==> src/rvPkg.sv <==
`default_nettype none

package rvPkg;

    // Base opcodes, bits [6:0]
    localparam logic [6:0] OP_LUI    = 7'b0110111;
    localparam logic [6:0] OP_AUIPC  = 7'b0010111;
    localparam logic [6:0] OP_JAL    = 7'b1101111;
    localparam logic [6:0] OP_JALR   = 7'b1100111;
    localparam logic [6:0] OP_BRANCH = 7'b1100011;
    localparam logic [6:0] OP_LOAD   = 7'b0000011;
    localparam logic [6:0] OP_STORE  = 7'b0100011;
    localparam logic [6:0] OP_IMM    = 7'b0010011;
    localparam logic [6:0] OP_REG    = 7'b0110011;

    // ALU operations
    localparam logic [3:0] ALU_ADD   = 4'b0000;
    localparam logic [3:0] ALU_SUB   = 4'b0001;
    localparam logic [3:0] ALU_SLL   = 4'b0010;
    localparam logic [3:0] ALU_SLT   = 4'b0011;
    localparam logic [3:0] ALU_SLTU  = 4'b0100;
    localparam logic [3:0] ALU_XOR   = 4'b0101;
    localparam logic [3:0] ALU_SRL   = 4'b0110;
    localparam logic [3:0] ALU_SRA   = 4'b0111;
    localparam logic [3:0] ALU_OR    = 4'b1000;
    localparam logic [3:0] ALU_AND   = 4'b1001;
    localparam logic [3:0] ALU_PASSB = 4'b1010; // lui
    localparam logic [3:0] ALU_NONE  = 4'b1111;

    // Write-back source (memToReg)
    localparam logic [1:0] WB_ALU   = 2'b00;
    localparam logic [1:0] WB_MEM   = 2'b01;
    localparam logic [1:0] WB_PC4   = 2'b10;
    localparam logic [1:0] WB_PCIMM = 2'b11;

    // Access length, value is bytes minus one
    localparam logic [1:0] LEN_BYTE = 2'b00;
    localparam logic [1:0] LEN_HALF = 2'b01;
    localparam logic [1:0] LEN_WORD = 2'b11;

    localparam int DMEM_WORDS = 64;
    localparam int DMEM_AW    = $clog2(DMEM_WORDS);

    typedef union packed {
        struct packed {
            logic [6:0] funct7; // Also imm[11:5] of I type
            logic [4:0] rs2;    // Also imm[4:0] of I type
            logic [4:0] rs1;
            logic [2:0] funct3;
            logic [4:0] rd;
            logic [6:0] opcode;
        } ri;
        struct packed {
            logic [6:0] immHi;
            logic [4:0] rs2;
            logic [4:0] rs1;
            logic [2:0] funct3;
            logic [4:0] immLo;
            logic [6:0] opcode;
        } sb;
    } instrWord_u;

endpackage

`default_nettype wire

==> src/ctrlIf.sv <==
`timescale 1ns/1ns
`default_nettype none

interface ctrlIf;
    logic [1:0]  memToReg;
    logic        memWrite;
    logic        branch;
    logic        jmp;        // jal or jalr
    logic        jalr;
    logic [3:0]  aluControl;
    logic        regWrite;
    logic [1:0]  dataLen;
    logic        dataSign;   // Signed load
    logic        aluSrc;     // 1 selects imm as operand B
    logic [2:0]  brCond;
    logic [31:0] imm;

    modport dec (output memToReg, memWrite, branch, jmp, jalr, aluControl, regWrite,
                 dataLen, dataSign, aluSrc, brCond, imm);
    modport exe (input aluControl, aluSrc, brCond, imm);
    modport pc  (input branch, jmp, jalr, imm);
    modport mem (input memToReg, memWrite, regWrite, dataLen, dataSign, imm);
endinterface

`default_nettype wire

==> src/instrDecoder.sv <==
`timescale 1ns/1ns
`default_nettype none

module instrDecoder (
    input  rvPkg::instrWord_u instr,
    output logic [4:0]        rs1Addr,
    output logic [4:0]        rs2Addr,
    output logic [4:0]        rdAddr,
    ctrlIf.dec                ctrl
);
    import rvPkg::*;

    logic [6:0] opcode;
    logic [2:0] funct3;
    logic [6:0] funct7;

    assign opcode  = instr.ri.opcode;
    assign funct3  = instr.ri.funct3;
    assign funct7  = instr.ri.funct7;
    assign rs1Addr = instr.ri.rs1;
    assign rs2Addr = instr.ri.rs2;
    assign rdAddr  = instr.ri.rd;

    // Single-bit controls straight off the opcode
    assign ctrl.memWrite = (opcode == OP_STORE);
    assign ctrl.branch   = (opcode == OP_BRANCH);
    assign ctrl.jmp      = (opcode == OP_JAL) || (opcode == OP_JALR);
    assign ctrl.jalr     = (opcode == OP_JALR);
    assign ctrl.aluSrc   = (opcode == OP_LOAD) || (opcode == OP_IMM) ||
                           (opcode == OP_LUI) || (opcode == OP_STORE);
    assign ctrl.brCond   = funct3;

    // Only lb and lh extend the sign
    assign ctrl.dataSign = (opcode == OP_LOAD) && (funct3[2:1] == 2'b00);

    always_comb begin
        case (funct3[1:0])
            2'b00:   ctrl.dataLen = LEN_BYTE;
            2'b01:   ctrl.dataLen = LEN_HALF;
            default: ctrl.dataLen = LEN_WORD;
        endcase
    end

    always_comb begin
        case (opcode)
            OP_LOAD:  ctrl.memToReg = WB_MEM;
            OP_JAL,
            OP_JALR:  ctrl.memToReg = WB_PC4;    // Link value
            OP_AUIPC: ctrl.memToReg = WB_PCIMM;
            default:  ctrl.memToReg = WB_ALU;
        endcase
    end

    always_comb begin
        case (opcode)
            OP_REG, OP_LOAD, OP_IMM, OP_JAL, OP_JALR, OP_LUI, OP_AUIPC: ctrl.regWrite = 1'b1;
            default: ctrl.regWrite = 1'b0;       // Includes unknown opcodes
        endcase
    end

    // ALU operation from opcode, funct3 and funct7
    always_comb begin
        ctrl.aluControl = ALU_NONE;
        if (opcode == OP_REG || opcode == OP_IMM) begin
            case (funct3)
                3'b000:  ctrl.aluControl = (opcode == OP_REG && funct7[5]) ? ALU_SUB : ALU_ADD;
                3'b001:  ctrl.aluControl = ALU_SLL;
                3'b010:  ctrl.aluControl = ALU_SLT;
                3'b011:  ctrl.aluControl = ALU_SLTU;
                3'b100:  ctrl.aluControl = ALU_XOR;
                3'b101:  ctrl.aluControl = funct7[5] ? ALU_SRA : ALU_SRL;  // srai via imm[10]
                3'b110:  ctrl.aluControl = ALU_OR;
                default: ctrl.aluControl = ALU_AND;
            endcase
        end else if (opcode == OP_LOAD || opcode == OP_STORE || opcode == OP_JALR) begin
            ctrl.aluControl = ALU_ADD;           // Address calculation
        end else if (opcode == OP_LUI) begin
            ctrl.aluControl = ALU_PASSB;
        end
    end

    // Immediate by format
    always_comb begin
        case (opcode)
            OP_STORE:
                ctrl.imm = {{20{instr.sb.immHi[6]}}, instr.sb.immHi, instr.sb.immLo};
            OP_BRANCH:
                ctrl.imm = {{19{instr.sb.immHi[6]}}, instr.sb.immHi[6], instr.sb.immLo[0],
                            instr.sb.immHi[5:0], instr.sb.immLo[4:1], 1'b0};
            OP_LUI, OP_AUIPC:
                ctrl.imm = {instr.ri.funct7, instr.ri.rs2, instr.ri.rs1, instr.ri.funct3,
                            12'b0};
            OP_JAL:
                ctrl.imm = {{11{instr.ri.funct7[6]}}, instr.ri.funct7[6], instr.ri.rs1,
                            instr.ri.funct3, instr.ri.rs2[0], instr.ri.funct7[5:0],
                            instr.ri.rs2[4:1], 1'b0};
            default:  // I type
                ctrl.imm = {{20{instr.ri.funct7[6]}}, instr.ri.funct7, instr.ri.rs2};
        endcase
    end

endmodule

`default_nettype wire

==> src/flat_wrapper.sv <==
// flat-port wrapper written by rule: the top's interface ports become plain ports
module instrDecoder_flat import rvPkg::*;
  (instr, rs1Addr, rs2Addr, rdAddr, ctrl_memToReg, ctrl_memWrite, ctrl_branch, ctrl_jmp, ctrl_jalr, ctrl_aluControl, ctrl_regWrite, ctrl_dataLen, ctrl_dataSign, ctrl_aluSrc, ctrl_brCond, ctrl_imm);
  ctrlIf ctrl_i ();
  input  rvPkg::instrWord_u instr;
  output logic [4:0] rs1Addr;
  output logic [4:0] rs2Addr;
  output logic [4:0] rdAddr;
  output wire logic [$bits(ctrl_i.memToReg)-1:0] ctrl_memToReg;
  output wire logic [$bits(ctrl_i.memWrite)-1:0] ctrl_memWrite;
  output wire logic [$bits(ctrl_i.branch)-1:0] ctrl_branch;
  output wire logic [$bits(ctrl_i.jmp)-1:0] ctrl_jmp;
  output wire logic [$bits(ctrl_i.jalr)-1:0] ctrl_jalr;
  output wire logic [$bits(ctrl_i.aluControl)-1:0] ctrl_aluControl;
  output wire logic [$bits(ctrl_i.regWrite)-1:0] ctrl_regWrite;
  output wire logic [$bits(ctrl_i.dataLen)-1:0] ctrl_dataLen;
  output wire logic [$bits(ctrl_i.dataSign)-1:0] ctrl_dataSign;
  output wire logic [$bits(ctrl_i.aluSrc)-1:0] ctrl_aluSrc;
  output wire logic [$bits(ctrl_i.brCond)-1:0] ctrl_brCond;
  output wire logic [$bits(ctrl_i.imm)-1:0] ctrl_imm;
  assign ctrl_memToReg = ctrl_i.memToReg;
  assign ctrl_memWrite = ctrl_i.memWrite;
  assign ctrl_branch = ctrl_i.branch;
  assign ctrl_jmp = ctrl_i.jmp;
  assign ctrl_jalr = ctrl_i.jalr;
  assign ctrl_aluControl = ctrl_i.aluControl;
  assign ctrl_regWrite = ctrl_i.regWrite;
  assign ctrl_dataLen = ctrl_i.dataLen;
  assign ctrl_dataSign = ctrl_i.dataSign;
  assign ctrl_aluSrc = ctrl_i.aluSrc;
  assign ctrl_brCond = ctrl_i.brCond;
  assign ctrl_imm = ctrl_i.imm;
  instrDecoder u_core (.instr(instr), .rs1Addr(rs1Addr), .rs2Addr(rs2Addr), .rdAddr(rdAddr), .ctrl(ctrl_i));
endmodule
==> config.mk <==
export PLATFORM = sky130hd
export DESIGN_NAME = instrDecoder_flat
export DESIGN_NICKNAME = d
export VERILOG_FILES = /design/src/rvPkg.sv /design/src/ctrlIf.sv /design/src/instrDecoder.sv /design/src/flat_wrapper.sv
export SDC_FILE = /design/constraint.sdc
export NUM_CORES = 1
export LEC_CHECK = 0
export BUFFER_PORTS_ARGS = -buffer_cell sky130_fd_sc_hd__buf_2
export CAP_MARGIN = 20
export CORE_MARGIN = 3
export CORE_UTILIZATION = 34
export DETAILED_ROUTE_END_ITERATION = 6
export PLACE_DENSITY_LB_ADDON = 0.3
export SYNTH_ARGS = -nofsm -noshare
export SYNTH_HDL_FRONTEND = slang
export SYNTH_SLANG_ARGS = --single-unit
export TNS_END_PERCENT = 10
==> constraint.sdc <==
create_clock -name vclk -period 2.17
set_input_delay 0.434 -clock vclk [all_inputs]
set_output_delay 0.434 -clock vclk [all_outputs]
set_load 0.05 [all_outputs]
; ---- Yosys cells after proc, flatten, opt, wreduce, memory -nomap -nowiden
; Index checks and enable logic that the tools add are counted.
[classes]
mux = 10
reduce_logical = 15
n_eq_ne = 16
[op_table]
columns = op, count
row1 = 31-bit one-hot mux with 4 select lines, 1
row2 = 4-bit one-hot mux with 7 select lines, 1
row3 = "7-bit by 6-bit equality test with 1-bit output, second input constant", 3
row4 = "7-bit equality test, second input constant", 3
row5 = "7-bit by 5-bit equality test with 1-bit output, second input constant", 2
row6 = "3-bit equality test, second input constant", 3
row7 = 4-bit 2-to-1 mux, 2
row8 = "7-bit by 2-bit equality test with 1-bit output, second input constant", 1
row9 = 1-bit logical OR, 7
row10 = 7-bit OR reduction, 1
row11 = "3-bit by 2-bit equality test with 1-bit output, second input constant", 2
row12 = 2-bit one-hot mux with 3 select lines, 1
row13 = 2-bit zero test, 2
row14 = 2-bit one-hot mux with 2 select lines, 1
row15 = 2-bit OR reduction, 2
row16 = "3-bit by 1-bit equality test with 1-bit output, second input constant", 1
row17 = 3-bit zero test, 1
row18 = 1-bit 2-to-1 mux, 3
row19 = 3-bit 2-to-1 mux, 1
row20 = "2-bit by 1-bit equality test with 1-bit output, second input constant", 1
row21 = 1-bit logical AND, 2
[totals]
out_inout_bits = 65
ff_bits = 0
input_bits = 32

; ---- Longest topological paths before layout
[logic_depth]
word_depth = 5
ltp_mapped = 8

; ---- Least setup slack after synthesis
; Ideal clock, no wire load.
[synth_path]
kind = input -> output
start = input port instr[5] (netlist name)
end = output port ctrl_aluControl[1]
path_buffers = 1
stages = 5
slack_ns = -0.836
arrival_time_ns = 2.572
path_cell_list = buf_2 nand4b_1 nor3_1 or2_2 o21ai_1
[synth_via]
elab_cells_between_ends = 10
cone_classes = eq/ne: 5 / mux: 2 / reduce/logical: 3
[synth_rtl]
columns = item, line_no
row1 = start: declaration, flat_wrapper.sv:5  ; input rvPkg::instrWord_u instr;
row2 = 7-bit equality test, n/a
row3 = via ctrl_jalr, flat_wrapper.sv:13  ; output wire logic [$bits(ctrl_i.jalr)-1:0] ctrl_jalr;
row4 = 1-bit logical OR, instrDecoder.sv:75  ; end else if (opcode == OP_LOAD || opcode == OP_STORE || opcode == OP_JALR) begin
row5 = 4-bit 2-to-1 mux, instrDecoder.sv:75
row6 = 4-bit 2-to-1 mux, instrDecoder.sv:64  ; if (opcode == OP_REG || opcode == OP_IMM) begin
row7 = end: declaration, flat_wrapper.sv:14  ; output wire logic [$bits(ctrl_i.aluControl)-1:0] ctrl_aluControl;
; The timed path passes the listed nets, and every way through them passes these cells.

; ---- Final worst setup path
[layout_path]
start = input port instr[6] (netlist name)
end = output port ctrl_imm[29]
[layout_via]
elab_chain_len = 3
elab_cells_between_ends = 7
cone_classes = eq/ne: 5 / mux: 1 / reduce/logical: 1
[layout_lines]
columns = item, line_no
row1 = 7-bit by 5-bit equality test with 1-bit output or 7-bit by 6-bit equality test with 1-bit output (tied branches), instrDecoder.sv:84  ; case (opcode)
row2 = 2-bit OR reduction, instrDecoder.sv:84
row3 = 31-bit one-hot mux with 4 select lines *, instrDecoder.sv:84
row4 = end: declaration, flat_wrapper.sv:20  ; output wire logic [$bits(ctrl_i.imm)-1:0] ctrl_imm;
; Mark *: on every way between the ends. The rest lies on a longest branch, timed or not.

==> metrics.yaml <==
floorplanning:
  ios: 97
  initial_core_util: 0.380
  die_area_um2: 2920
  core_area_um2: 2060
  fp.dieH_um: 54.0
  die_x_um: 54.0
  fp-row-count: 16
critical_path:
  cp.required_ns: 1.74
  critPathMaxFanout: 12
  cpMaxStageDelayCell: "nor4_4"
  path_class: "primary input to output port"
  crit_chain: "buf_2, nor4_4, buf_4, buf_6, a21o_1, buf_2"
  end_kind: "output port"
  arrival_ns: 1.73
  cpPeakStageDelay_ns: 0.40
  cpMostUsedCell: "buf_2"
  worst_setup_path_start_kind: "primary input"
cells_and_area:
  fin_area_um2: 1440
  drive_gt1_frac: 0.673
  fillers: 180
  area_growth_pct: 84.3
  register_area_um2: 0
  final_common_cell: "buf_2"
  fin_util: 0.700
  layout.nets: 236
  layout.cells.non_filler: 229
  antenna_cells: 0
  seq_cell_count: 0
  layout_common_cells: "73 x buf_2, 23 x buf_4, 20 x a21o_1"
  clockBufferCount: 0
worst_hold_path:
  hold_class: "primary input to output port"
synth:
  yosysSeqAreaShare: 0
  synth_area_um2: 783
  synth_cell_types: 35
  syn_avg_cell_area_um2: 6.93
  yosysWarnings: 0
  synth_top_area_frac: 0.192
  yosys-top-cells-area: "a21o_1 19%, buf_4 19%, a22o_1 5.6%"
  yosysTopAreaCell: "a21o_1"
  syn_nets: 145
  syn_inst: 113
routing:
  drt_iter0_markers: 9
  routed-wl-met2_um: 1560
  wl_met3_um: 255
  firstDrtPassIters: 4
  wl_met1_um: 1110
  highest_layer: "met4"
  viasPerCell: 4.90
  post-route-drc-count: 0
  num_vias: 1122
  wire_per_inst_um: 13.0
  drtAntennaViolNets: 0
  postRouteWirelength_um: 2970
timing:
  relSlewSlack: 0.705
  timing.fmax_mhz: 463
  finalWorstSetupSlack_ns: 0.0101
  period_needed_ns: 2.16
  holdWs_ns: 1.17
  tightest_slew_ns: 0.442
  fin_crit_sh: 0.995
  setup_tns_ns: 0
  final-hold-violation-count: 0
  setup_viol: 0
  rsz0062_at_grt: "true"
  final_max_slew_viol_count: 0
global_route:
  grt_max_degree: 13
  grt_usage: 0.177
  grt_pass1_wl_um: 4070
  grt.overflow.total: 0
  grt_antenna_before_repair: 0
  grt_pass1_vias: 1032
placement:
  dp.cells: 227
  io_buffers: 97
  gp_routability_congestion: 0.779
  dp_hpwl_um: 2450
  pre_cts_slack_ns: -0.0267
  placed_cell_area_um2: 1310
run_status:
  status: "finished clean"
pwr:
  p_total_mw: 0.439
  irDropWorstVdd_mv: 0.218
  power.density_nw_per_um2: 304
  p_leak_nw: 0.858
job:
  drv_cap: 0
## worst paths after layout
| kind | startpoint | end | cells past startpoint |
|---|---|---|---|
| max | instr[6] | ctrl_imm[29] | 6 |
| min | instr[17] | rs1Addr[2] | 2 |
## Yosys cell counts (2+ instances only)
cell type	number
o21ai_0	2
a21o_1	20
nor2b_1	7
nor4_4	2
nor2_1	3
o21ai_1	3
a21oi_1	5
clkbuf_1	3
or2_2	2
nand3b_1	2
nor3_1	2
buf_4	20
nand2_1	8
a22o_1	5
buf_2	6
inv_1	3
inv_2	2
## area by class of cell
| class | instances | area, um2 | share of cell area |
|---|---|---|---|
| inverters | 5 | 18.8 | 0.0130 |
| multi-input cells | 79 | 628 | 0.435 |
| well taps | 27 | 33.8 | 0.0234 |
| repair buffers | 118 | 763 | 0.529 |
## where the power goes
group          internal (mW)  total (mW)  leakage (nW)  switching [mW]
combinational          0.130       0.439         0.858           0.308
sequential                 0           0             0               0
clock                      0           0             0               0
total                  0.130       0.439         0.858           0.308
## repair_timing
| item | CTS | global route |
|---|---|---|
| hold buffers | 0 | 0 |
| gates resized for setup | 13 | 33 |
| setup endpoints to repair | 13 | 31 |
| buffers inserted | 0 | 2 |
| pin swaps | 0 | 1 |
| hold endpoints to repair | 0 | 0 |
## kinds of logic after synthesis
group	Yosys count	share of synthesized area
and+or+nand+nor	36	0.316
buffers and inverters	34	0.268
AOI/OAI and AO/OA	43	0.415
## worst max-delay path: cells and delay by family
family	cells	cell delay, ns
AO/OA/AOI/OAI	1	0.11
AND/OR/NAND/NOR	1	0.40
buffers and inverters	4	0.78
## per-layer routing
layer  global-route usage  vias to the layer above
met5                    0                        -
met2                0.369                       66
met1                0.202                      489
met4                    0                        0
li1                     -                      563
met3               0.0139                        4
Power figures use the tool's default switching activity.
