File: config.mk
export PLATFORM = sky130hd
export DESIGN_NAME = pcUnit_flat
export DESIGN_NICKNAME = d
export VERILOG_FILES = /design/src/ctrlIf.sv /design/src/pcUnit.sv /design/src/flat_wrapper.sv
export SDC_FILE = /design/constraint.sdc
export NUM_CORES = 1
export LEC_CHECK = 0
export ABC_AREA = 1
export BUFFER_PORTS_ARGS = -buffer_cell sky130_fd_sc_hd__buf_4
export CAP_MARGIN = 15
export CELL_PAD_IN_SITES_DETAIL_PLACEMENT = 0
export CELL_PAD_IN_SITES_GLOBAL_PLACEMENT = 1
export CORE_MARGIN = 2
export CORE_UTILIZATION = 43
export CTS_BUF_LIST = sky130_fd_sc_hd__clkbuf_8
export DETAILED_ROUTE_END_ITERATION = 7
export PLACE_DENSITY_LB_ADDON = 0.2
export RECOVER_POWER = 25
export SYNTH_ARGS = -nofsm -noshare
export SYNTH_HDL_FRONTEND = slang
export SYNTH_SLANG_ARGS = --single-unit
File: constraint.sdc
create_clock -name clk -period 4.7 [get_ports clk]
set_input_delay 0 -clock clk [delete_from_list [all_inputs] [get_ports clk]]
set_output_delay 0 -clock clk [all_outputs]
set_load 0.1 [all_outputs]
File: src/ctrlIf.sv
`timescale 1ns/1ns
`default_nettype none

interface ctrlIf;
    logic [1:0]  memToReg;
    logic        memWrite;
    logic        branch;
    logic        jmp;        // jal or jalr
    logic        jalr;
    logic [3:0]  aluControl;
    logic        regWrite;
    logic [1:0]  dataLen;
    logic        dataSign;   // Signed load
    logic        aluSrc;     // 1 selects imm as operand B
    logic [2:0]  brCond;
    logic [31:0] imm;

    modport dec (output memToReg, memWrite, branch, jmp, jalr, aluControl, regWrite,
                 dataLen, dataSign, aluSrc, brCond, imm);
    modport exe (input aluControl, aluSrc, brCond, imm);
    modport pc  (input branch, jmp, jalr, imm);
    modport mem (input memToReg, memWrite, regWrite, dataLen, dataSign, imm);
endinterface

`default_nettype wire

File: src/pcUnit.sv
`timescale 1ns/1ns
`default_nettype none

module pcUnit (
    input  logic        clk,
    input  logic        rstN,
    input  logic        instrValid,
    ctrlIf.pc           ctrl,
    input  logic [31:0] rs1Data,
    input  logic        brTaken,
    output logic [31:0] pc
);

    logic [31:0] nextPc;
    logic [31:0] jalrTarget;

    assign jalrTarget = rs1Data + ctrl.imm;

    always_comb begin
        if (ctrl.jmp && ctrl.jalr) begin
            nextPc = {jalrTarget[31:1], 1'b0};
        end else if (ctrl.jmp || (ctrl.branch && brTaken)) begin
            nextPc = pc + ctrl.imm;  // jal or taken branch
        end else begin
            nextPc = pc + 32'd4;
        end
    end

    always_ff @(posedge clk or negedge rstN) begin
        if (!rstN) begin
            pc <= '0;
        end else if (instrValid) begin
            pc <= nextPc;
        end
    end

endmodule

`default_nettype wire

File: src/flat_wrapper.sv
// flat-port wrapper written by rule: the top's interface ports become plain ports
module pcUnit_flat 
  (clk, rstN, instrValid, rs1Data, brTaken, pc, ctrl_branch, ctrl_jmp, ctrl_jalr, ctrl_imm);
  ctrlIf ctrl_i ();
  input  logic clk;
  input  logic rstN;
  input  logic instrValid;
  input  logic [31:0] rs1Data;
  input  logic brTaken;
  output logic [31:0] pc;
  input wire logic [$bits(ctrl_i.branch)-1:0] ctrl_branch;
  input wire logic [$bits(ctrl_i.jmp)-1:0] ctrl_jmp;
  input wire logic [$bits(ctrl_i.jalr)-1:0] ctrl_jalr;
  input wire logic [$bits(ctrl_i.imm)-1:0] ctrl_imm;
  assign ctrl_i.branch = ctrl_branch;
  assign ctrl_i.jmp = ctrl_jmp;
  assign ctrl_i.jalr = ctrl_jalr;
  assign ctrl_i.imm = ctrl_imm;
  pcUnit u_core (.clk(clk), .rstN(rstN), .instrValid(instrValid), .ctrl(ctrl_i), .rs1Data(rs1Data), .brTaken(brTaken), .pc(pc));
endmodule
* Yosys cells after proc, flatten, opt, wreduce, memory -nomap -nowiden *
Cells that the tools add are included.
Widths: inputs -> output; s select.

storage, ports and cells
  register bits = 32
  bits of input ports = 71
  word-level logic and storage cells = 9

cells by class
  add/sub/neg operators = 3
  mux-type cells = 2
  reductions and logical operators = 3

operator list
  operator               number
  $add 32x32->32         2
  $mux 32                2
  $add 32x3->32 const B  1
  $logic_and 1x1->1      2
  $logic_or 1x1->1       1

* Depth between registers and ports, before layout *
Gate-level depths: netlist of run 1.

  word-level depth = 4
  gate-level depth with buffers = 16
  mapped depth without buffers = 16

* Worst setup path before layout of run 1 *
Ideal clock, no wire load.

  kind = reg-to-reg
  start = register u_core.pc[0]
  end = register u_core.pc[12]
  setup time = 128 ps
  data arrival time = 2416 ps
  required time = 4572 ps
  path slack = 2157 ps
  stages on the path, launching flop included = 15
  path buffers = 0
  period minus slack after synthesis = 2543 ps
  cell sequence = dfrtp_1 -> ha_1 -> fa_1 -> nand2_1 -> nand3_1 -> nand3_1 -> nand2_1 -> nand2_1 -> nand2_1 -> nor2_1 -> nor2_1 -> nand2_1 -> o21ai_0 -> a21oi_1 -> a21oi_1

on the way
  longest elaborated chain between the ends = 3
  elaborated cells on any way between the ends = 4
  classes of those cells = 2 x add/sub; 2 x mux

ends and longest elaborated chain
  what                                                    line                        source
  from (decl)                                             pcUnit.sv:11                output logic [31:0] pc
  from (signal assigned)                                  pcUnit.sv:33                pc <= nextPc;
  $add 32x3->32 / $add 32x32->32 (equally long branches)  pcUnit.sv:25, pcUnit.sv:23
  $mux 32 *                                               pcUnit.sv:22                end else if (ctrl.jmp || (ctrl.branch && brTaken)) begin
  $mux 32 *                                               pcUnit.sv:20                if (ctrl.jmp && ctrl.jalr) begin

Every way passes the cells marked *; elsewhere a longest branch is shown, timed or not.
A chain may end at the register's enable or synchronous reset.

* Worst setup path in the final report of run 1 *
Ends and elaborated chain as after synthesis.

==> results of run 1 <==
through the flow:
stage               std cells  power (mW)  setup slack [ps]
floorplan                1267        2.22              2160
global placement         1568        2.83              2380
detailed placement       1568        2.83              2340
CTS                      1577        3.12              2320
global route             1577        3.39              2090
finish                   1577        3.14              2320
timing repair:
action,CTS,global route
resized for setup,0,0
setup buffers,0,0
hold buffers,1,0
endpoints found under the hold margin,32,0
worst paths after layout:
check                                   from       endpoint  slack [ps]
min in group asynchronous               rstN   u_core.pc[4]         800
max in group asynchronous               rstN  u_core.pc[14]        2760
worst min register to register  u_core.pc[0]   u_core.pc[0]         570
worst max-delay path            u_core.pc[0]  u_core.pc[12]        2320
worst max register to register  u_core.pc[0]  u_core.pc[12]        2320
worst min-delay path             ctrl_imm[0]   u_core.pc[0]          90
cells in the final DEF, fill, tap and decap left out, types with 6 or more instances in the layout:
cell / Yosys / routed
dfrtp_1: 32 / 32
o21bai_1: 8 / 8
inv_1: 170 / 171
nand4_1: 16 / 16
nor2_1: 124 / 124
nand3_1: 99 / 99
xnor2_1: 13 / 13
xor2_1: 18 / 18
buf_4: 3 / 102
o21ai_1: 6 / 6
nand3b_1: 8 / 8
ha_1: 62 / 62
nor3_1: 15 / 15
o21ai_0: 44 / 44
a31oi_1: 9 / 9
a21oi_1: 84 / 84
nand2_1: 480 / 480
nand2_2: 6 / 6
inv_2: 11 / 11
kinds of logic (layout without fill, tap and decap cells):
family / Yosys count / after routing / share of synthesized area (%)
AOI/OAI and AO/OA: 163 / 163 / 13.0
xor gates and xnor gates: 31 / 31 / 3.95
adders and majority gates: 64 / 64 / 11.9
buffers and inverters: 200 / 294 / 11.8
DFF: 32 / 32 / 11.7
and+or+nand+nor: 777 / 777 / 47.8
critical path, stage by stage (launching register included):
cell     delay, ps
dfrtp_1        410
ha_1           240
fa_1           430
nand2_1        110
nand3_1         90
nand3_1         90
nand2_1        140
nand2_1         90
nand2_1        100
nor2_1         110
nor2_1          50
nand2_1         90
o21ai_0         80
a21oi_1        160
a21oi_1         50
final cells by class:
class	count	area [µm²]	share of cell area, %
Inverter	182	683	8.65
Sequential cell	32	801	10.1
Clock inverter	3	38.8	0.491
Tap cell	216	270	3.42
Multi-Input combinational cell	1035	5260	66.6
Timing Repair Buffer	104	779	9.87
Clock buffer	5	68.8	0.871
power by group through the flow:
stage	clock network (mW)	registers, mW	logic, mW
6_report	0.277	0.519	2.35
5_1_grt	0.290	0.528	2.57
4_1_cts	0.280	0.511	2.32
3_5_place_dp	0	0.517	2.31
3_3_place_gp	0	0.514	2.32
2_1_floorplan	0	1.02	1.21
metal layers:
layer | vias up | GRT usage [%] | wire length (µm)
met5 | - | 0 | 0
met4 | 0 | 7.01 | 520
met3 | 36 | 1.95 | 1620
met2 | 262 | 48.8 | 11200
met1 | 3700 | 46.6 | 12600
li1 | 4237 | - | -
==> results.md, run 1 <==
## Pwr
* Gate power share: 74.7%
* switching power share of the total: 62.5%
* internal power contribution: 1.18 mW
* fraction of power consumed by the clock network: 8.8%
* sw power: 1.97 mW
* total power per unit cell area: 398 nW/µm²
* sequential share of power: 16.5%
* leakage power: 4.43 nW
* Peak supply drop: 214 µV

## Timing
* Least-Margin Pin Slew: 1990 ps
* maximum clock frequency: 0.421 GHz
* crit path time final: 2380 ps
* Hold Violations, Final: 0
* share of the clock period used by the worst path: 50.5%
* final-report max-slew violation count: 33
* number of setup violations in the final report: 0
* RSZ-0062 raised after global routing: no
* worst hold margin: 89.4 ps
* total negative slack: 0 ps
* slew margin rel.: -32.7%
* Clock Skew: 5.39 ps

## CTS
* Clock Latency Late Sink: 300 ps
* CTS tree: built
* worst-case clock buffer depth: 2
* clock input transition at the sequential cells of the worst setup and hold paths: 70 ps
* total clock buffers created by CTS: 5
* Sinks on Clock Net: 32
* CTS root buffer: clkbuf_8
* maximum level of the CTS H-tree: 2

## Final layout
* Largest register FFs: 32
* synthesis-to-layout area growth: 15.0%
* Fill cells: 1807
* share of the core filled with cells: 50.1%
* Diodes inserted: 0
* total non-filler cell area in the finished layout: 7900 µm²
* nets: 1495
* Most flops, register: u_core.pc
* proportion of layout cells with a drive suffix above 1: 11.0%
* largest registers: u_core.pc: 32 flops

## Die
* standard cell core area: 15800 µm²
* effective utilization at floorplan: 43.5%
* number of top-level design ports: 103
* die area: 17000 µm²
* die height: 130 µm
* Die Wd: 130 µm
* std cell rows: 46

## Synthesis
* count leader, synth: nand2_1
* Gate Count Post-Synth: 1267
* fraction of post-synthesis cell area in the top cell type by area: 26.2%
* Post-Synthesis Net Count: 1402
* combined area of all synthesized cells: 6870 µm²
* part of the Yosys area used for sequential elements: 11.7%
* Most used DFF post-synth: dfrtp_1
* number of synthesized register bits: 32
* Synth area leader: nand2_1
* Synth async-reset ratio: 100%
* yosys warns: 0
* number of distinct library cells after synthesis: 48
* top cell types by occurrence after synthesis: 480 x nand2_1, 170 x inv_1, 124 x nor2_1
* number of enable flip-flop cells after synthesis: 0
* ranking of synthesized cells by area: nand2_1 26%, dfrtp_1 12%, ha_1 11%, inv_1 9.3%, nand3_1 7.2%
* average instance area after synthesis: 5.42 µm²

## GRT
* global routing usage summed across all routing layers: 31.0%
* antenna violations before repair: 0
* maximum number of pins on one net before global-route repair: 44
* wire length of the first global-routing pass: 40200 µm
* grt ovf: 0
* vias in the first global route: 7504

## Place
* buffers added on ports: 102
* routability-driven placement congestion ratio: 0.967
* cell area reported after detailed placement: 7780 µm²
* post-DP HPWL: 21600 µm

## Status
* violated checks: max-capacitance violations, max-slew violations
* outcome: complete, but fails checks

## Drt
* number of nets still failing antenna checks after routing: 0
* first drt pass iteration count: 5
* per-cell routed wire length: 16.4 µm
* number of vias per cell after detailed routing: 5.22
* vias post-DR: 8235
* WL final: 25900 µm
* DRC violations left: 0
* number of DRC violations after detailed-routing iteration 0: 611

## Min path
* depth of the worst hold-timing path: 4
* hold crit path type: in -> reg

## Critical path
* type of the worst setup path: reg -> reg
* crit path max fanout: 5
* worst reg-to-reg path cell count: 14
* data required time of the worst path: 4860 ps
* CP arrival: 2530 ps
* CP Launch Type: flop
* Worst setup EP type: flop

## Job
* Max Cap Viol: 1

No activity file was read; power rests on OpenSTA's default activity.
==> run 2, diff against run 1 <==
- CORE_UTILIZATION: 43 -> 36
- clock period: 4.7 -> 2.1 ns (I/O delays scaled with it)
==> results.md, run 2 (synthesis gave the netlist of run 1 again) <==
## CTS
* CTS tree: built
* maximum level of the CTS H-tree: 2
* total clock buffers created by CTS: 5
* clock input transition at the sequential cells of the worst setup and hold paths: 80 ps
* CTS root buffer: clkbuf_8
* Clock Latency Late Sink: 300 ps
* Sinks on Clock Net: 32
* worst-case clock buffer depth: 2

## Drt
* number of DRC violations after detailed-routing iteration 0: 532
* per-cell routed wire length: 16.6 µm
* number of nets still failing antenna checks after routing: 0
* WL final: 28000 µm
* Top Layer Used: met4
* first drt pass iteration count: 5
* DRC violations left: 0
* Routed met3 length: 1670 µm
* Routed met2 length: 12400 µm
* number of vias per cell after detailed routing: 5.07
* vias post-DR: 8525
* Post-Route M1 WL: 13500 µm

## Pwr
* total power per unit cell area: 915 nW/µm²
* leakage power: 4.88 nW
* Peak supply drop: 492 µV
* total power after layout: 8.49 mW

## Final layout
* Most flops, register: u_core.pc
* synthesis-to-layout area growth: 35.1%
* share of the core filled with cells: 49.6%
* largest registers: u_core.pc: 32 flops
* proportion of layout cells with a drive suffix above 1: 26.5%
* commonest non-fill, non-tap cell in the layout: nand2_1
* highest-count cells in the layout ignoring fill and taps: 443 x nand2_1, 185 x buf_4, 165 x inv_1
* nets: 1581
* Diodes inserted: 0
* Largest register FFs: 32

## Place
* routability-driven placement congestion ratio: 0.928
* post-DP HPWL: 23300 µm
* buffers added on ports: 102
* worst setup timing slack at the placement stage: -128 ps

## GRT
* grt ovf: 0
* global routing usage summed across all routing layers: 27.2%
* wire length of the first global-routing pass: 42000 µm
* antenna violations before repair: 0
* maximum number of pins on one net before global-route repair: 43
* vias in the first global route: 7842

## Die
* die height: 142 µm
* number of top-level design ports: 103
* die area: 20200 µm²
* Die Wd: 142 µm
* std cell rows: 50
* effective utilization at floorplan: 36.7%
* standard cell core area: 18700 µm²

## Critical path
* type of the worst setup path: reg -> reg
* data required time of the worst path: 2270 ps
* Worst setup EP type: flop
* CP arrival: 2310 ps
* Reg2Reg Setup Slack: -40 ps
* CP Launch Type: flop
* crit path max fanout: 4

## Timing
* share of the clock period used by the worst path: 102%
* number of setup violations in the final report: 6
* Hold Violations, Final: 0
* crit path time final: 2140 ps
* slew margin rel.: 37.8%
* RSZ-0062 raised after global routing: yes
* crit path setup slack, layout: -40.2 ps
* maximum clock frequency: 0.467 GHz
* Least-Margin Pin Slew: 932 ps
* worst hold margin: 90.8 ps
* Clock Skew: 6.12 ps
* final-report max-slew violation count: 0

## Job
* Max Cap Viol: 0

## Status
* violated checks: negative setup slack
* outcome: complete, but fails checks

## Min path
* hold crit path type: in -> reg

-- run 2: metal layers --
metal,up-vias,GRT usage [%]
met5,-,0
met2,248,43.2
met4,0,6.21
met3,26,3.33
li1,4409,-
met1,3842,39.1
-- run 2: repair_timing --
item                                   in CTS  in global routing
hold buffers                                1                  0
endpoints found under the hold margin      32                  0
pin swaps                                  10                 25
buffers inserted                            1                  3
resized for setup                          38                 97
gates cloned                                0                  0
setup endpoints to repair                  23                 27
-- run 2: final timing paths --
check / from / endpoint / depth (start not counted)
max reg2reg: u_core.pc[0] / u_core.pc[8] / 12
min: ctrl_imm[0] / u_core.pc[0] / 4
max in group asynchronous: rstN / u_core.pc[20] / 2
min reg2reg: u_core.pc[31] / u_core.pc[31] / 2
max: u_core.pc[0] / u_core.pc[8] / 12
min in group asynchronous: rstN / u_core.pc[2] / 2
-- run 2: critical path, cell delays in order (launching register included) --
cell and delay (ps):
dfrtp_4 490, ha_4 170, fa_2 380, nand2_2 110, nand3_2 80, nand3_2 90, nand2_4 80, buf_6 130
or2_4 220, nand3_2 60, o21ai_1 60, nand2_1 70, a31oi_1 70
-- run 2: where the power goes --
part / switching (mW) / total [mW] / internal, mW
Clock: 0.268 / 0.616 / 0.348
Combinational: 4.45 / 6.84 / 2.39
Sequential: 0.186 / 1.04 / 0.850
Total: 4.90 / 8.49 / 3.59
-- run 2: final cells by class --
| type | instances | area (µm²) |
|---|---|---|
| Clock buffer | 5 | 68.8 |
| Tap cell | 234 | 293 |
| Inverter | 182 | 683 |
| Sequential cell | 32 | 875 |
| Multi-Input combinational cell | 1035 | 5870 |
| Timing Repair Buffer | 190 | 1460 |
| Clock inverter | 3 | 38.8 |
| Fill cell | 2051 | 9430 |
-- run 2: per-stage QoR --
stage,TNS [ps],area (µm²),cells
after floorplan,-188,6960,1267
final,-128,9280,1681
after global routing,-1600,9280,1681
after global placement,-1010,8540,1668
after detailed placement,-1430,8540,1668
after CTS,-332,8890,1678
==> run 3, diff against run 2 <==
- ABC_AREA: 1 -> unset
- CORE_UTILIZATION: 36 -> 38
==> results.md, run 3 <==
## Synthesis
* fraction of synthesized area in multiplexers: 0.595%
* number of synthesized register bits: 32
* fraction of post-synthesis cell area in the top cell type by area: 15.2%
* Most used DFF post-synth: dfrtp_1
* Gate Count Post-Synth: 713
* number of enable flip-flop cells after synthesis: 0
* top cell types by occurrence after synthesis: 95 x a21oi_1, 68 x nand2_1, 66 x nor2_1
* combined area of all synthesized cells: 5260 µm²
* average instance area after synthesis: 7.37 µm²
* Synth async-reset ratio: 100%
* count leader, synth: a21oi_1
* xor-xnor portion of the synthesized cell area: 12.7%
* Synth area leader: dfrtp_1
* part of the Yosys area used for sequential elements: 15.2%
* Post-Synthesis Net Count: 848
* ranking of synthesized cells by area: dfrtp_1 15%, ha_1 15%, a21oi_1 9.0%, xnor2_1 8.2%, a21o_1 5.1%
* dominant combinational cell family by area after synthesis: compound AO/OA/AOI/OAI gates
* number of distinct library cells after synthesis: 59
* area fraction in compound gates after synthesis: 33.1%
* Post-Synth Adder-Cell Area: 15.5%
* yosys warns: 0
* basic-gate share of the synthesized area counting and, or, nand and nor cells: 19.4%

## Final layout
* largest registers: u_core.pc: 32 flops
* proportion of layout cells with a drive suffix above 1: 43.6%
* Largest register FFs: 32
* number of cells in the finished layout apart from fillers: 1165
* synthesis-to-layout area growth: 59.9%
* share of the core filled with cells: 62.9%
* highest-count cells in the layout ignoring fill and taps: 290 x buf_4, 83 x a21oi_1, 64 x nand2_1
* Diodes inserted: 0
* nets: 1123
* commonest non-fill, non-tap cell in the layout: buf_4
* Most flops, register: u_core.pc
* Fill cells: 1169

## Die
* die height: 122 µm
* Die Wd: 122 µm
* number of top-level design ports: 103
* standard cell core area: 13300 µm²
* effective utilization at floorplan: 39.4%
* die area: 14800 µm²
* std cell rows: 42

## GRT
* maximum number of pins on one net before global-route repair: 35
* vias in the first global route: 6432
* grt ovf: 0
* global routing usage summed across all routing layers: 26.6%
* antenna violations before repair: 0
* wire length of the first global-routing pass: 31400 µm

## Critical path
* Worst setup EP type: flop
* CP Launch Type: flop
* timing startpoint of the critical path: u_core.pc[0]
* worst flop-to-flop path endpoint: u_core.pc[24]
* Reg2Reg Setup Slack: -720 ps
* worst reg-to-reg path cell count: 12
* R2R Path Start: u_core.pc[0]
* crit path max fanout: 3
* critical path endpoint: u_core.pc[24]
* CP arrival: 3050 ps
* data required time of the worst path: 2330 ps
* type of the worst setup path: reg -> reg

## Timing
* worst hold margin: 122 ps
* number of setup violations in the final report: 26
* Clock Skew: 13.5 ps
* final-report max-slew violation count: 0
* Least-Margin Pin Slew: 946 ps
* crit path setup slack, layout: -718 ps
* crit path time final: 2820 ps
* share of the clock period used by the worst path: 134%
* RSZ-0062 raised after global routing: yes
* maximum clock frequency: 0.355 GHz
* Hold Violations, Final: 0
* slew margin rel.: 36.9%

## Drt
* first drt pass iteration count: 5
* DRC violations left: 0
* vias post-DR: 6486
* number of DRC violations after detailed-routing iteration 0: 367
* per-cell routed wire length: 16.8 µm
* number of vias per cell after detailed routing: 5.57
* WL final: 19500 µm
* number of nets still failing antenna checks after routing: 0

## CTS
* maximum level of the CTS H-tree: 2
* Clock Latency Late Sink: 310 ps
* CTS root buffer: clkbuf_8
* Sinks on Clock Net: 32
* total clock buffers created by CTS: 5
* CTS tree: built
* worst-case clock buffer depth: 2
* clock input transition at the sequential cells of the worst setup and hold paths: 90 ps

## Pwr
* Peak supply drop: 919 µV
* leakage power: 3.80 nW
* total power per unit cell area: 1260 nW/µm²

## Place
* buffers added on ports: 102
* routability-driven placement congestion ratio: 0.912
* post-DP HPWL: 15700 µm
* placed cells: 1143

## Job
* Max Cap Viol: 0

## Status
* violated checks: negative setup slack
* outcome: complete, but fails checks

## Min path
* hold crit path type: in -> reg
* Worst Hold Launch: instrValid

==> run 3: layer usage <==
metal	vias to the layer above	global-route usage (%)	wire (µm)
li1	3193	-	-
met1	3081	35.1	8820
met2	184	46.3	9400
met3	28	2.25	880
met4	0	7.83	445
met5	-	0	0
==> run 3: metrics by stage <==
step	setup slack (ps)	TNS, ps	total power, mW	area [µm²]
after detailed placement	-890	-15630	9.16	7810
after CTS	-747	-12490	10.2	8150
after floorplan	-801	-9740	6.53	5610
after global routing	-878	-15630	11.2	8400
final	-718	-12260	10.6	8400
after global placement	-809	-13750	9.04	7810
==> run 3: layout make-up <==
type	instances	area [µm²]	area share, %
clock buffer	6	82.6	0.983
multi-input combinational	633	4880	58.1
inverter	18	67.6	0.804
tap	176	220	2.62
sequential	32	881	10.5
timing repair buffer	298	2260	26.9
clock inverter	2	10.0	0.119
==> run 3: how the worst min path moves through the flow <==
| stage | endpoint | cells past startpoint |
|---|---|---|
| 6_report | u_core.pc[27] | 3 |
| 5_1_grt | u_core.pc[27] | 3 |
| 4_1_cts | u_core.pc[27] | 3 |
| 3_5_place_dp | u_core.pc[13] | 1 |
| 3_3_place_gp | u_core.pc[13] | 1 |
| 2_1_floorplan | u_core.pc[14] | 0 |
==> run 3: cells by family after synthesis <==
logic type	after synthesis
AOI/OAI and AO/OA	270
xor gates and xnor gates	76
adders and majority gates	64
buffers and inverters	48
DFF	32
muxes	3
and+or+nand+nor	220
==> run 3: repair_timing <==
action,4_1_cts,5_1_grt
gates resized for setup,38,40
buffers inserted,9,8
pin swaps,37,35
hold buffers,1,0
endpoints found under the hold margin,32,0
endpoints found under the setup margin,26,27
==> run 3: worst max-delay path: stages (launching register included) <==
cell,delay (ps)
dfrtp_4,500
ha_4,170
fa_2,360
a211oi_4,240
o21ai_2,120
a221oi_2,300
a211oi_1,120
nor2_1,170
o221ai_1,150
xnor2_1,150
a211oi_1,230
a21oi_1,60
a21oi_1,170
==> run 3: where the power goes <==
part	total, mW	internal, mW	switching, mW	leakage, nW
Clock	0.551	0.263	0.288	0.0510
Combinational	8.84	3.67	5.17	3.41
Sequential	1.18	0.960	0.216	0.339
Total	10.6	4.90	5.67	3.80
